===== src/pm_state_pkg.sv =====
// sequencer state encoding and step constants, imported by the control unit stages and the model
package pm_state_pkg;

	localparam int STATE_W = 3;

	// execute step counter, wide enough for four steps
	localparam int STEP_W = 3;

	// main loop states, P0 means the machine is stopped
	typedef enum logic [STATE_W-1:0] {
		P0 = 3'd0,
		P1 = 3'd1,
		P2 = 3'd2,
		P3 = 3'd3,
		P4 = 3'd4,
		P5 = 3'd5,
		PP = 3'd6
	} pm_state_t;

	// counter value during the final execute cycle
	localparam logic [STEP_W-1:0] STEP_LAST = STEP_W'(1);

	// fetch and argument fetch keep a memory read open for the whole cycle
	function automatic logic reads_memory(input pm_state_t s);
		return (s == P1) || (s == P2);
	endfunction

endpackage


===== src/pm_instr_pkg.sv =====
// instruction word layout and the execute step rule, shared by the decoder and the reference model
package pm_instr_pkg;

	import pm_state_pkg::*;

	localparam int WORD_W = 16;

	// opcode is six bits, register and modifier fields are three
	localparam int OP_W = 6;
	localparam int FIELD_W = 3;
	localparam int REG_SEL_W = FIELD_W;

	// field positions inside the word
	localparam int op_lsb = 10;
	localparam int d_bit = 9;
	localparam int a_lsb = 6;
	localparam int b_lsb = 3;
	localparam int c_lsb = 0;

	// low two opcode bits plus one, so every instruction runs 1 to 4 execute cycles
	function automatic logic [STEP_W-1:0] exec_steps(input logic [WORD_W-1:0] word);
		logic [OP_W-1:0] op;
		op = word[op_lsb +: OP_W];
		return STEP_W'(op[1:0]) + STEP_W'(1);
	endfunction

endpackage


===== src/pm_cycle.sv =====
// front panel START/WAIT flags and the KC/PC machine cycle timer, instantiated once in pm_top
`timescale 1ns/1ns

module pm_cycle #(
	parameter int KC_TICKS = 3,
	parameter int PC_TICKS = 2
) (
	input  logic __clk,
	input  logic rst_n,
	input  logic start_sw,
	input  logic stop_sw,
	input  logic hlt,
	output logic run,
	output logic cycle_end
);

	localparam int MAX_TICKS = (KC_TICKS > PC_TICKS) ? KC_TICKS : PC_TICKS;
	localparam int CNT_W = $clog2(MAX_TICKS + 1);

	logic start_sw_q;
	logic start_q;
	logic wait_q;
	logic start_d;
	logic wait_d;
	logic run_d;
	logic active_q;
	logic in_pc_q;
	logic [CNT_W-1:0] cnt_q;
	logic cycle_end_q;

	// next flag values, stop clears both
	always_comb begin
		start_d = start_q;
		wait_d = wait_q;
		if (stop_sw) begin
			start_d = 1'b0;
			wait_d = 1'b0;
		end else begin
			if (start_sw && !start_sw_q)
				start_d = 1'b1;
			// halt only lands on a cycle boundary
			if (cycle_end_q && hlt)
				wait_d = 1'b1;
		end
		run_d = start_d && !wait_d;
	end

	always_ff @(posedge __clk) begin
		if (!rst_n) begin
			start_sw_q <= 1'b0;
			start_q <= 1'b0;
			wait_q <= 1'b0;
		end else begin
			start_sw_q <= start_sw;
			start_q <= start_d;
			wait_q <= wait_d;
		end
	end

	// down-counter plays KC then PC
	always_ff @(posedge __clk) begin
		if (!rst_n) begin
			active_q <= 1'b0;
			in_pc_q <= 1'b0;
			cnt_q <= '0;
			cycle_end_q <= 1'b0;
		end else begin
			cycle_end_q <= 1'b0;
			if (!active_q) begin
				if (run_d) begin
					active_q <= 1'b1;
					in_pc_q <= 1'b0;
					cnt_q <= CNT_W'(KC_TICKS - 1);
				end
			end else if (cnt_q != '0) begin
				cnt_q <= cnt_q - 1'b1;
			end else if (!in_pc_q) begin
				// KC expiry closes the cycle, timer idles if the machine is stopping
				cycle_end_q <= 1'b1;
				in_pc_q <= 1'b1;
				cnt_q <= CNT_W'(PC_TICKS - 1);
				active_q <= run_d;
			end else begin
				in_pc_q <= 1'b0;
				cnt_q <= CNT_W'(KC_TICKS - 1);
			end
		end
	end

	assign run = start_q && !wait_q;
	assign cycle_end = cycle_end_q;

	// a pulse with run low is the last one before the timer goes idle
	a_final_cycle_end: assert property (@(posedge __clk) disable iff (!rst_n)
		cycle_end && !run |-> !active_q);

endmodule


===== src/pm_decode.sv =====
// instruction decoder that latches the fetched word fields for the sequencer and strobe stages
`timescale 1ns/1ns

module pm_decode
	import pm_state_pkg::*, pm_instr_pkg::*;
(
	input  logic __clk,
	input  logic rst_n,
	input  logic cycle_end,
	input  pm_state_t state,
	input  logic [WORD_W-1:0] rdt,
	output logic need_arg,
	output logic need_bmod,
	output logic need_ind,
	output logic [STEP_W-1:0] steps,
	output logic [FIELD_W-1:0] a_field,
	output logic [FIELD_W-1:0] b_field
);

	logic fetch;
	logic arg_now;
	logic bmod_now;
	logic ind_now;
	logic [STEP_W-1:0] steps_now;
	logic arg_q;
	logic bmod_q;
	logic ind_q;
	logic [STEP_W-1:0] steps_q;
	logic [FIELD_W-1:0] a_q;
	logic [FIELD_W-1:0] b_q;

	// rdt is valid for the whole of P1
	assign fetch = (state == P1);

	assign arg_now = (rdt[c_lsb +: FIELD_W] == '0);
	assign bmod_now = (rdt[b_lsb +: FIELD_W] != '0);
	assign ind_now = rdt[d_bit];
	assign steps_now = exec_steps(rdt);

	// held until the next fetch
	always_ff @(posedge __clk) begin
		if (!rst_n) begin
			arg_q <= 1'b0;
			bmod_q <= 1'b0;
			ind_q <= 1'b0;
			steps_q <= '0;
			a_q <= '0;
			b_q <= '0;
		end else if (fetch && cycle_end) begin
			arg_q <= arg_now;
			bmod_q <= bmod_now;
			ind_q <= ind_now;
			steps_q <= steps_now;
			a_q <= rdt[a_lsb +: FIELD_W];
			b_q <= rdt[b_lsb +: FIELD_W];
		end
	end

	// P1 picks its successor from the live word, later states from the latch
	assign need_arg = fetch ? arg_now : arg_q;
	assign need_bmod = fetch ? bmod_now : bmod_q;
	assign need_ind = fetch ? ind_now : ind_q;
	assign steps = fetch ? steps_now : steps_q;
	assign a_field = a_q;
	assign b_field = b_q;

endmodule


===== src/pm_seq.sv =====
// main loop sequencer stepping P0..P5 and PP at each cycle end, with interrupt accept and step count
`timescale 1ns/1ns

module pm_seq
	import pm_state_pkg::*;
(
	input  logic __clk,
	input  logic rst_n,
	input  logic run,
	input  logic cycle_end,
	input  logic irq,
	input  logic need_arg,
	input  logic need_bmod,
	input  logic need_ind,
	input  logic [STEP_W-1:0] steps,
	output pm_state_t state,
	output logic last_step,
	output logic mem_rd
);

	pm_state_t state_q;
	pm_state_t state_d;
	pm_state_t after_p1;
	pm_state_t after_p2;
	pm_state_t after_p3;
	logic [STEP_W-1:0] step_q;

	// argument, B-modification and indirect phases are each skipped when not needed
	assign after_p3 = need_ind ? P4 : P5;
	assign after_p2 = need_bmod ? P3 : after_p3;
	assign after_p1 = need_arg ? P2 : after_p2;

	assign last_step = (step_q == STEP_LAST);

	always_comb begin
		state_d = state_q;
		if (cycle_end) begin
			if (!run) begin
				state_d = P0;
			end else begin
				case (state_q)
					P0: state_d = P1;
					P1: state_d = after_p1;
					P2: state_d = after_p2;
					P3: state_d = after_p3;
					P4: state_d = P5;
					// irq only matters once the instruction is done
					P5: begin
						if (last_step)
							state_d = irq ? PP : P1;
					end
					PP: state_d = P1;
					default: state_d = P0;
				endcase
			end
		end
	end

	always_ff @(posedge __clk) begin
		if (!rst_n)
			state_q <= P0;
		else
			state_q <= state_d;
	end

	// load on entry to P5, count down while staying
	always_ff @(posedge __clk) begin
		if (!rst_n) begin
			step_q <= '0;
		end else if (state_d == P5) begin
			if (state_q != P5)
				step_q <= steps;
			else if (cycle_end)
				step_q <= step_q - 1'b1;
		end
	end

	assign state = state_q;
	assign mem_rd = reads_memory(state_q);

	a_state_legal: assert property (@(posedge __clk) disable iff (!rst_n)
		state_q inside {P0, P1, P2, P3, P4, P5, PP});

	// step count loaded from decode must never be zero in execute
	a_steps_in_p5: assert property (@(posedge __clk) disable iff (!rst_n)
		state_q == P5 |-> step_q != '0);

endmodule


===== src/pm_strobe.sv =====
// bus strobe generator, one registered pulse per finished state plus the register selector
`timescale 1ns/1ns

module pm_strobe
	import pm_state_pkg::*, pm_instr_pkg::*;
(
	input  logic __clk,
	input  logic rst_n,
	input  logic cycle_end,
	input  pm_state_t state,
	input  logic last_step,
	input  logic [FIELD_W-1:0] a_field,
	input  logic [FIELD_W-1:0] b_field,
	output logic w_ir,
	output logic w_ac,
	output logic w_r,
	output logic w_ic,
	output logic ic_inc,
	output logic [REG_SEL_W-1:0] reg_sel
);

	always_ff @(posedge __clk) begin
		if (!rst_n) begin
			w_ir <= 1'b0;
			w_ac <= 1'b0;
			w_r <= 1'b0;
			w_ic <= 1'b0;
			ic_inc <= 1'b0;
			reg_sel <= '0;
		end else begin
			w_ir <= 1'b0;
			w_ac <= 1'b0;
			w_r <= 1'b0;
			w_ic <= 1'b0;
			ic_inc <= 1'b0;
			// strobes describe the state that is just ending
			if (cycle_end) begin
				case (state)
					P1: begin
						w_ir <= 1'b1;
						ic_inc <= 1'b1;
					end
					P2: begin
						w_ac <= 1'b1;
						ic_inc <= 1'b1;
					end
					P3: begin
						w_ac <= 1'b1;
						reg_sel <= b_field;
					end
					P4: w_ac <= 1'b1;
					// result write only after the last execute cycle
					P5: begin
						if (last_step) begin
							w_r <= 1'b1;
							reg_sel <= a_field;
						end
					end
					PP: w_ic <= 1'b1;
					default: begin
					end
				endcase
			end
		end
	end

	// W bus has a single writer per clock
	a_one_bus_write: assert property (@(posedge __clk) disable iff (!rst_n)
		$onehot0({w_ir, w_ac, w_r, w_ic}));

endmodule


===== src/pm_top.sv =====
// control unit top level: cycle timer, decoder, sequencer and strobes in a chain
`timescale 1ns/1ns

module pm_top
	import pm_state_pkg::*, pm_instr_pkg::*;
#(
	parameter int KC_TICKS = 3,
	parameter int PC_TICKS = 2
) (
	input  logic __clk,
	input  logic rst_n,
	input  logic start_sw,
	input  logic stop_sw,
	input  logic hlt,
	input  logic irq,
	input  logic [WORD_W-1:0] rdt,
	output logic run,
	output pm_state_t state,
	output logic cycle_end,
	output logic mem_rd,
	output logic w_ir,
	output logic w_ac,
	output logic w_r,
	output logic w_ic,
	output logic ic_inc,
	output logic [REG_SEL_W-1:0] reg_sel
);

	logic need_arg;
	logic need_bmod;
	logic need_ind;
	logic [STEP_W-1:0] steps;
	logic [FIELD_W-1:0] a_field;
	logic [FIELD_W-1:0] b_field;
	logic last_step;

	pm_cycle #(
		.KC_TICKS(KC_TICKS),
		.PC_TICKS(PC_TICKS)
	) u_cycle (
		.__clk(__clk),
		.rst_n(rst_n),
		.start_sw(start_sw),
		.stop_sw(stop_sw),
		.hlt(hlt),
		.run(run),
		.cycle_end(cycle_end)
	);

	pm_decode u_decode (
		.__clk(__clk),
		.rst_n(rst_n),
		.cycle_end(cycle_end),
		.state(state),
		.rdt(rdt),
		.need_arg(need_arg),
		.need_bmod(need_bmod),
		.need_ind(need_ind),
		.steps(steps),
		.a_field(a_field),
		.b_field(b_field)
	);

	pm_seq u_seq (
		.__clk(__clk),
		.rst_n(rst_n),
		.run(run),
		.cycle_end(cycle_end),
		.irq(irq),
		.need_arg(need_arg),
		.need_bmod(need_bmod),
		.need_ind(need_ind),
		.steps(steps),
		.state(state),
		.last_step(last_step),
		.mem_rd(mem_rd)
	);

	pm_strobe u_strobe (
		.__clk(__clk),
		.rst_n(rst_n),
		.cycle_end(cycle_end),
		.state(state),
		.last_step(last_step),
		.a_field(a_field),
		.b_field(b_field),
		.w_ir(w_ir),
		.w_ac(w_ac),
		.w_r(w_r),
		.w_ic(w_ic),
		.ic_inc(ic_inc),
		.reg_sel(reg_sel)
	);

endmodule


===== config.mk =====
export PLATFORM = sky130hd
export DESIGN_NAME = pm_top
export DESIGN_NICKNAME = d
export VERILOG_FILES = /design/src/pm_state_pkg.sv /design/src/pm_instr_pkg.sv /design/src/pm_cycle.sv /design/src/pm_decode.sv /design/src/pm_seq.sv /design/src/pm_strobe.sv /design/src/pm_top.sv
export SDC_FILE = /design/constraint.sdc
export NUM_CORES = 1
export LEC_CHECK = 0
export BUFFER_PORTS_ARGS = -buffer_cell sky130_fd_sc_hd__buf_2
export CAP_MARGIN = 20
export CORE_ASPECT_RATIO = 2
export CORE_MARGIN = 3
export CORE_UTILIZATION = 35
export DETAILED_ROUTE_END_ITERATION = 10
export GPL_ROUTABILITY_DRIVEN = 0
export PLACE_DENSITY = 0.6
export SLEW_MARGIN = 20
export SYNTH_ARGS = -nofsm -noshare
export SYNTH_HDL_FRONTEND = slang
export SYNTH_SLANG_ARGS = --single-unit

===== constraint.sdc =====
create_clock -name __clk -period 1.82 [get_ports __clk]
set_input_delay 0.091 -clock __clk [delete_from_list [all_inputs] [get_ports __clk]]
set_output_delay 0.091 -clock __clk [all_outputs]
set_load 0.02 [all_outputs]

* After elaboration in Yosys (flattened, before gate mapping)
Cells that the tools add are included. W data, S select, Z words.
Word-level totals: bits in registers 34, output and inout port bits 14, RAM bits 0, logic and storage cells 99, input bits 22, bits in latches 0, memories kept 0, memory bits (read-only) 0
Operators by class: shift-type cells 0, reductions and logical operators 25, mux-type cells 37, order comparisons 0, div/mod/pow operators 0, $add $sub $neg 3, equal/unequal tests 11, multipliers 0, bitwise logic cells 2
Operator list (count):
- $mux W3 | 10
- $mux W1 | 21
- $pmux W3 S6 | 1
- $eq A3 B3 Y1 const B | 4
- $mux W2 | 4
- $reduce_bool A2 Y1 | 4
- $eq A3 B1 Y1 const B | 2
- $eq A3 B2 Y1 const B | 2
- $logic_not A3 Y1 | 2
- $pmux W3 S2 | 1
- $reduce_and A2 Y1 | 3
- $reduce_and A3 Y1 | 2
- $reduce_or A3 Y1 | 2
- $logic_and A1 B1 Y1 | 5
- $ne A2 B2 Y1 const B | 2
- $reduce_or A2 Y1 | 2
- $add A2 B1 Y3 const B | 1
- $logic_not A1 Y1 | 3
- $ne A3 B3 Y1 const B | 1
- $reduce_bool A3 Y1 | 1
- $sub A3 B1 Y3 const B | 1
- $not A1 Y1 | 2
- $sub A2 B1 Y2 const B | 1
- $logic_or A1 B1 Y1 | 1

* Longest topological paths before layout
depth in word-level cells 10, gate-level depth with buffers 8, depth with buffers taken out 8

* Modules after synthesis
A second synthesis with hierarchy kept.
Unflattened totals: cell total of the unflattened synthesis 203, area, all modules 1785.5 µm²
Modules (own cells, without submodules):
- pm_decode | cells each 63, times used 1, area each 595.6 µm², sequential area each 240.2 µm²
- pm_seq | cells each 65, times used 1, area each 481.7 µm², sequential area each 120.1 µm²
- pm_strobe | cells each 39, times used 1, area each 369.1 µm², sequential area each 160.2 µm²
- pm_cycle | cells each 36, times used 1, area each 339.1 µm², sequential area each 160.2 µm²

* Least setup slack after synthesis
OpenSTA, ideal clock, no wires.
path type register to register, from register u_seq.state_q[0], in the netlist u_seq.state[0], to register u_seq.step_q[2], required time 1702 ps, clock period less this slack 1894 ps, path buffers 1, cell stages (with the launch flop) 7, arrival time 1776 ps, setup time 118 ps, slack -74 ps, cell sequence dfxtp_1 -> buf_2 -> and2b_4 -> mux2i_1 -> a31oi_1 -> or3_4 -> mux2i_1
On the way: cells in the longest elaborated chain, start to end 10, elaborated cells on any way between the ends 24, those cells by class 8 x eq/ne; 12 x mux; 4 x reduce/logical
Ends and longest elaborated chain:
- from (decl) | RTL line pm_seq.sv:21 | pm_state_t state_q;
- from (signal assigned) | RTL line pm_seq.sv:63 | state_q <= state_d;
- $eq A3 B1 Y1 | RTL line pm_decode.sv:33, pm_seq.sv:41
- $mux W1 | RTL line pm_decode.sv:62 | assign need_ind = fetch ? ind_now : ind_q;
- $mux W1 | RTL line pm_seq.sv:29 | assign after_p3 = need_ind ? P4 : P5;
- $mux W3 | RTL line pm_seq.sv:30 | assign after_p2 = need_bmod ? P3 : after_p3;
- $mux W3 | RTL line pm_seq.sv:31 | assign after_p1 = need_arg ? P2 : after_p2;
- $pmux W3 S6 | RTL line pm_seq.sv:41 | case (state_q)
- $mux W3 | RTL line pm_seq.sv:38 | if (!run) begin
- $mux W3 | RTL line pm_seq.sv:37 | if (cycle_end) begin
- $eq A3 B3 Y1 | RTL line pm_seq.sv:70 | end else if (state_d == P5) begin
- $reduce_and A2 Y1 (no source line)
- to (signal assigned) | RTL line pm_seq.sv:72 | step_q <= steps;
- to (signal assigned) | RTL line pm_seq.sv:74 | step_q <= step_q - 1'b1;
- to (decl) | RTL line pm_seq.sv:26 | logic [STEP_W-1:0] step_q;
Parallel ways exist; a longest one is shown, timed or not. A chain may end at the register's enable or synchronous reset.

* Worst setup path after layout
from register u_seq.state_q[1], in the netlist u_seq.state[1], to register u_seq.step_q[1]
Same word-level chain as after synthesis.

==> impl_metrics.json <==
{
  "holdWs_ps": 16.7,
  "grt_max_degree": 20,
  "cts_root_buffer": "clkbuf_8",
  "vias_per_cell": 5.13,
  "p_int_mw": 1.22,
  "required_ps": 2020,
  "ys_seq_elements": 33,
  "syn-num-nets": 222,
  "dp_cells": 288,
  "synth_top_area_cell": "dfxtp_1",
  "worstPathArrival_ps": 2090,
  "worst_hold_path_type": "in -> reg",
  "synthToLayoutAreaGrowth_pct": 42.0,
  "drc": 0,
  "worstReg2RegStart": "u_seq.state[1]",
  "synth.distinct_cells": 43,
  "path_class": "reg -> reg",
  "initial_utilization_pct": 36.4,
  "clock-sinks": 33,
  "drtAntennaViolNets": 0,
  "clock-skew-final_ps": 5.15,
  "initialDrtViolationCount": 23,
  "r2r_end": "u_seq.step_q[1]",
  "violations": "negative setup slack",
  "synthCells": 197,
  "core_um2": 4380,
  "place_ws_ps": -53.2,
  "slew_viol_final": 0,
  "regArea_um2": 672,
  "power.total_mw": 1.57,
  "crit_path_start_kind": "register",
  "finalHoldViolCount": 0,
  "routedWlPerCell_um": 14.8,
  "ys_seq_area_share_pct": 41.4,
  "synth-async-reset-ratio_pct": 0,
  "clock_latency_ps": 290,
  "wl_um": 4480,
  "dr_wl_met3_um": 126,
  "outcome": "finished, violations left",
  "clk_pin_slew_ps": 70,
  "dr.pass1.iters": 4,
  "hold_start": "rdt[10]",
  "htreeDepth": 2,
  "fin_area_um2": 2270,
  "path_buf_inv": 2,
  "clock_power_share_pct": 46.4,
  "multi_input_area_um2": 1020,
  "clockBufferDepth": 2,
  "cp-end-kind": "register",
  "swShare_pct": 22.2,
  "p_sw_uw": 349,
  "met1_length_um": 1650,
  "num_vias": 1553,
  "r2r_cells": 8,
  "io_buffers": 31,
  "fin_crit_sh_pct": 104,
  "rows": 34,
  "rsz0062_at_grt": "true",
  "fillers": 432,
  "io_pins": 36,
  "synth_area_leaders": "dfxtp_1 (41%), nand2_1 (8.0%), a21oi_1 (7.2%)",
  "cts_hold_buf": 0,
  "placed_cell_area_um2": 1890,
  "grt-ovfl-total": 0,
  "pwr-share-seq_pct": 47.0,
  "worstHoldEndpoint": "u_decode.steps_q[0]",
  "cts_tree": "yes",
  "synth_top_area_share_pct": 41.4,
  "top_layer_used": "met4",
  "setup_violations": 2,
  "slowest_stage": "or3_4",
  "power.density_nw_per_um2": 692,
  "grt_pass1_wl_um": 6420,
  "diodes": 0,
  "cts_buffers": 5,
  "max_cap_viol_count": 0,
  "drive_gt1_share_pct": 39.0,
  "r2r_slack_ps": -70,
  "setup_ws_ps": -67.5,
  "slew_headroom_pct": 60.9,
  "die_h_um": 102,
  "period_minus_slack_ps": 1890,
  "worst-path-max-fanout": 5,
  "cp_slowest_stage_delay_ps": 410,
  "ys_warn_count": 0,
  "mappedNetlistArea_um2": 1600,
  "combPwrFrac_pct": 6.5,
  "fin_util_pct": 51.7,
  "die_x_um": 53.8,
  "crit_top_cell": "buf_6",
  "antenna_found_initial": 0,
  "cp_top_family": "simple AND/OR/NAND/NOR gates",
  "ir_drop_mv": 0.589,
  "dp_hpwl_um": 3010,
  "final_cells": 303,
  "whs_path_depth": 2,
  "gr-usage-all-layers_pct": 16.3,
  "dieArea_um2": 5460,
  "crit_chain": "buf_6 > nand2b_4 > buf_6 > o21ai_4 > nor3b_4 > o22ai_4 > or3_4 > a21oi_1",
  "layout.nets": 273,
  "synthFlopType": "dfxtp_1",
  "synth_edf_count": 0,
  "route.met2.wl_um": 2510,
  "timing.fmax_ghz": 0.530,
  "avgSynthCellArea_um2": 8.10,
  "worst_slew_pin_slew_ps": 586,
  "grt_pass1_vias": 1420,
  "p_leak_nw": 0.886,
  "fin_tns_setup_ps": -114
}
-- worst reg2reg max path, delay by kind of cell, from the launching register on --
| family | cells | cell delay [ps] |
|---|---|---|
| AOI/OAI and AO/OA | 3 | 400 |
| DFF | 1 | 370 |
| and+or+nand+nor | 3 | 790 |
| buffers and inverters | 2 | 250 |
-- routing by layer --
layer / global-route usage [%] / vias to the layer above
met2: 30.0 / 40
li1: - / 782
met5: 0 / -
met3: 2.80 / 12
met4: 9.06 / 0
met1: 16.0 / 719
-- what timing repair did --
item	4_1_cts	5_1_grt
pin swaps	2	4
hold endpoints to repair	0	0
buffers inserted	0	7
setup endpoints to repair	3	5
resized for setup	4	37
-- power groups by stage --
stage,combinational [mW],sequential (mW),clock (mW)
detailed placement,0.0922,0.758,0
global placement,0.0921,0.757,0
global route,0.115,0.739,0.770
floorplan,0.0533,0.756,0
finish,0.103,0.738,0.729
CTS,0.0934,0.739,0.745
-- logic make-up after synthesis --
| group | synth area share [%] |
|---|---|
| xor+xnor | 0.549 |
| mux | 1.88 |
| simple gates | 29.0 |
| fa+ha+maj | 2.35 |
| flops | 41.4 |
| buf+inv | 5.64 |
| compound gates | 19.2 |
-- flip-flops by register name (all words and copies together) (netlist names), 2 cells and up --
signal            cells
u_decode.a_field      3
u_decode.steps_q      3
u_strobe.reg_sel      3
u_decode.b_field      3
u_seq.step_q          3
u_seq.state           3
u_cycle.cnt_q         2
-- cell usage in the layout (no fill, tap or decap), types with 2 or more instances in the layout --
| cell type | instances |
|---|---|
| nand2b_4 | 2 |
| nor2b_1 | 4 |
| nor3_1 | 6 |
| inv_1 | 6 |
| o211a_1 | 2 |
| or3_4 | 2 |
| buf_6 | 5 |
| and2_1 | 2 |
| nand3_1 | 6 |
| dfxtp_1 | 28 |
| or3b_2 | 2 |
| a31oi_2 | 2 |
| nand2b_1 | 6 |
| a21oi_2 | 2 |
| nor3b_4 | 2 |
| dfxtp_2 | 3 |
| buf_2 | 31 |
| clkbuf_8 | 6 |
| and3_1 | 3 |
| nand2_1 | 34 |
| nor2_1 | 14 |
| buf_4 | 20 |
| ha_1 | 2 |
| a21oi_1 | 21 |
| o21ai_0 | 7 |
| dfxtp_4 | 2 |
-- cell type report --
cell class,instances,share of cell area (%)
timing repair buffer,56,15.9
inverter,7,1.16
sequential,33,29.6
multi-input combinational,145,45.0
clock buffer,6,3.64
tap,54,2.98
clock inverter,2,1.66
-- synth_stat cells (3+ instances only) --
cell type	count
buf_2	3
nand3_1	6
a31oi_1	4
nand2_1	34
ha_1	3
clkbuf_1	6
nor2_1	14
mux2i_1	3
a21oi_1	23
dfxtp_1	33
nor2b_1	5
o21ai_0	7
nor3_1	6
inv_1	7
nand2b_1	7
and3_1	3
-- how the worst max path moves through the flow --
stage,startpoint,to,slack (ps),cells past startpoint
2_1_floorplan,u_seq.state[0],u_seq.step_q[2],20,6
3_3_place_gp,u_seq.step_q[1],u_seq.step_q[2],-5,8
3_5_place_dp,u_seq.step_q[1],u_seq.step_q[2],-50,8
4_1_cts,u_seq.state[1],u_seq.step_q[2],2,5
5_1_grt,u_seq.state[1],u_seq.step_q[1],-120,8
6_report,u_seq.state[1],u_seq.step_q[1],-70,8
(Power assumes the default switching activity.)
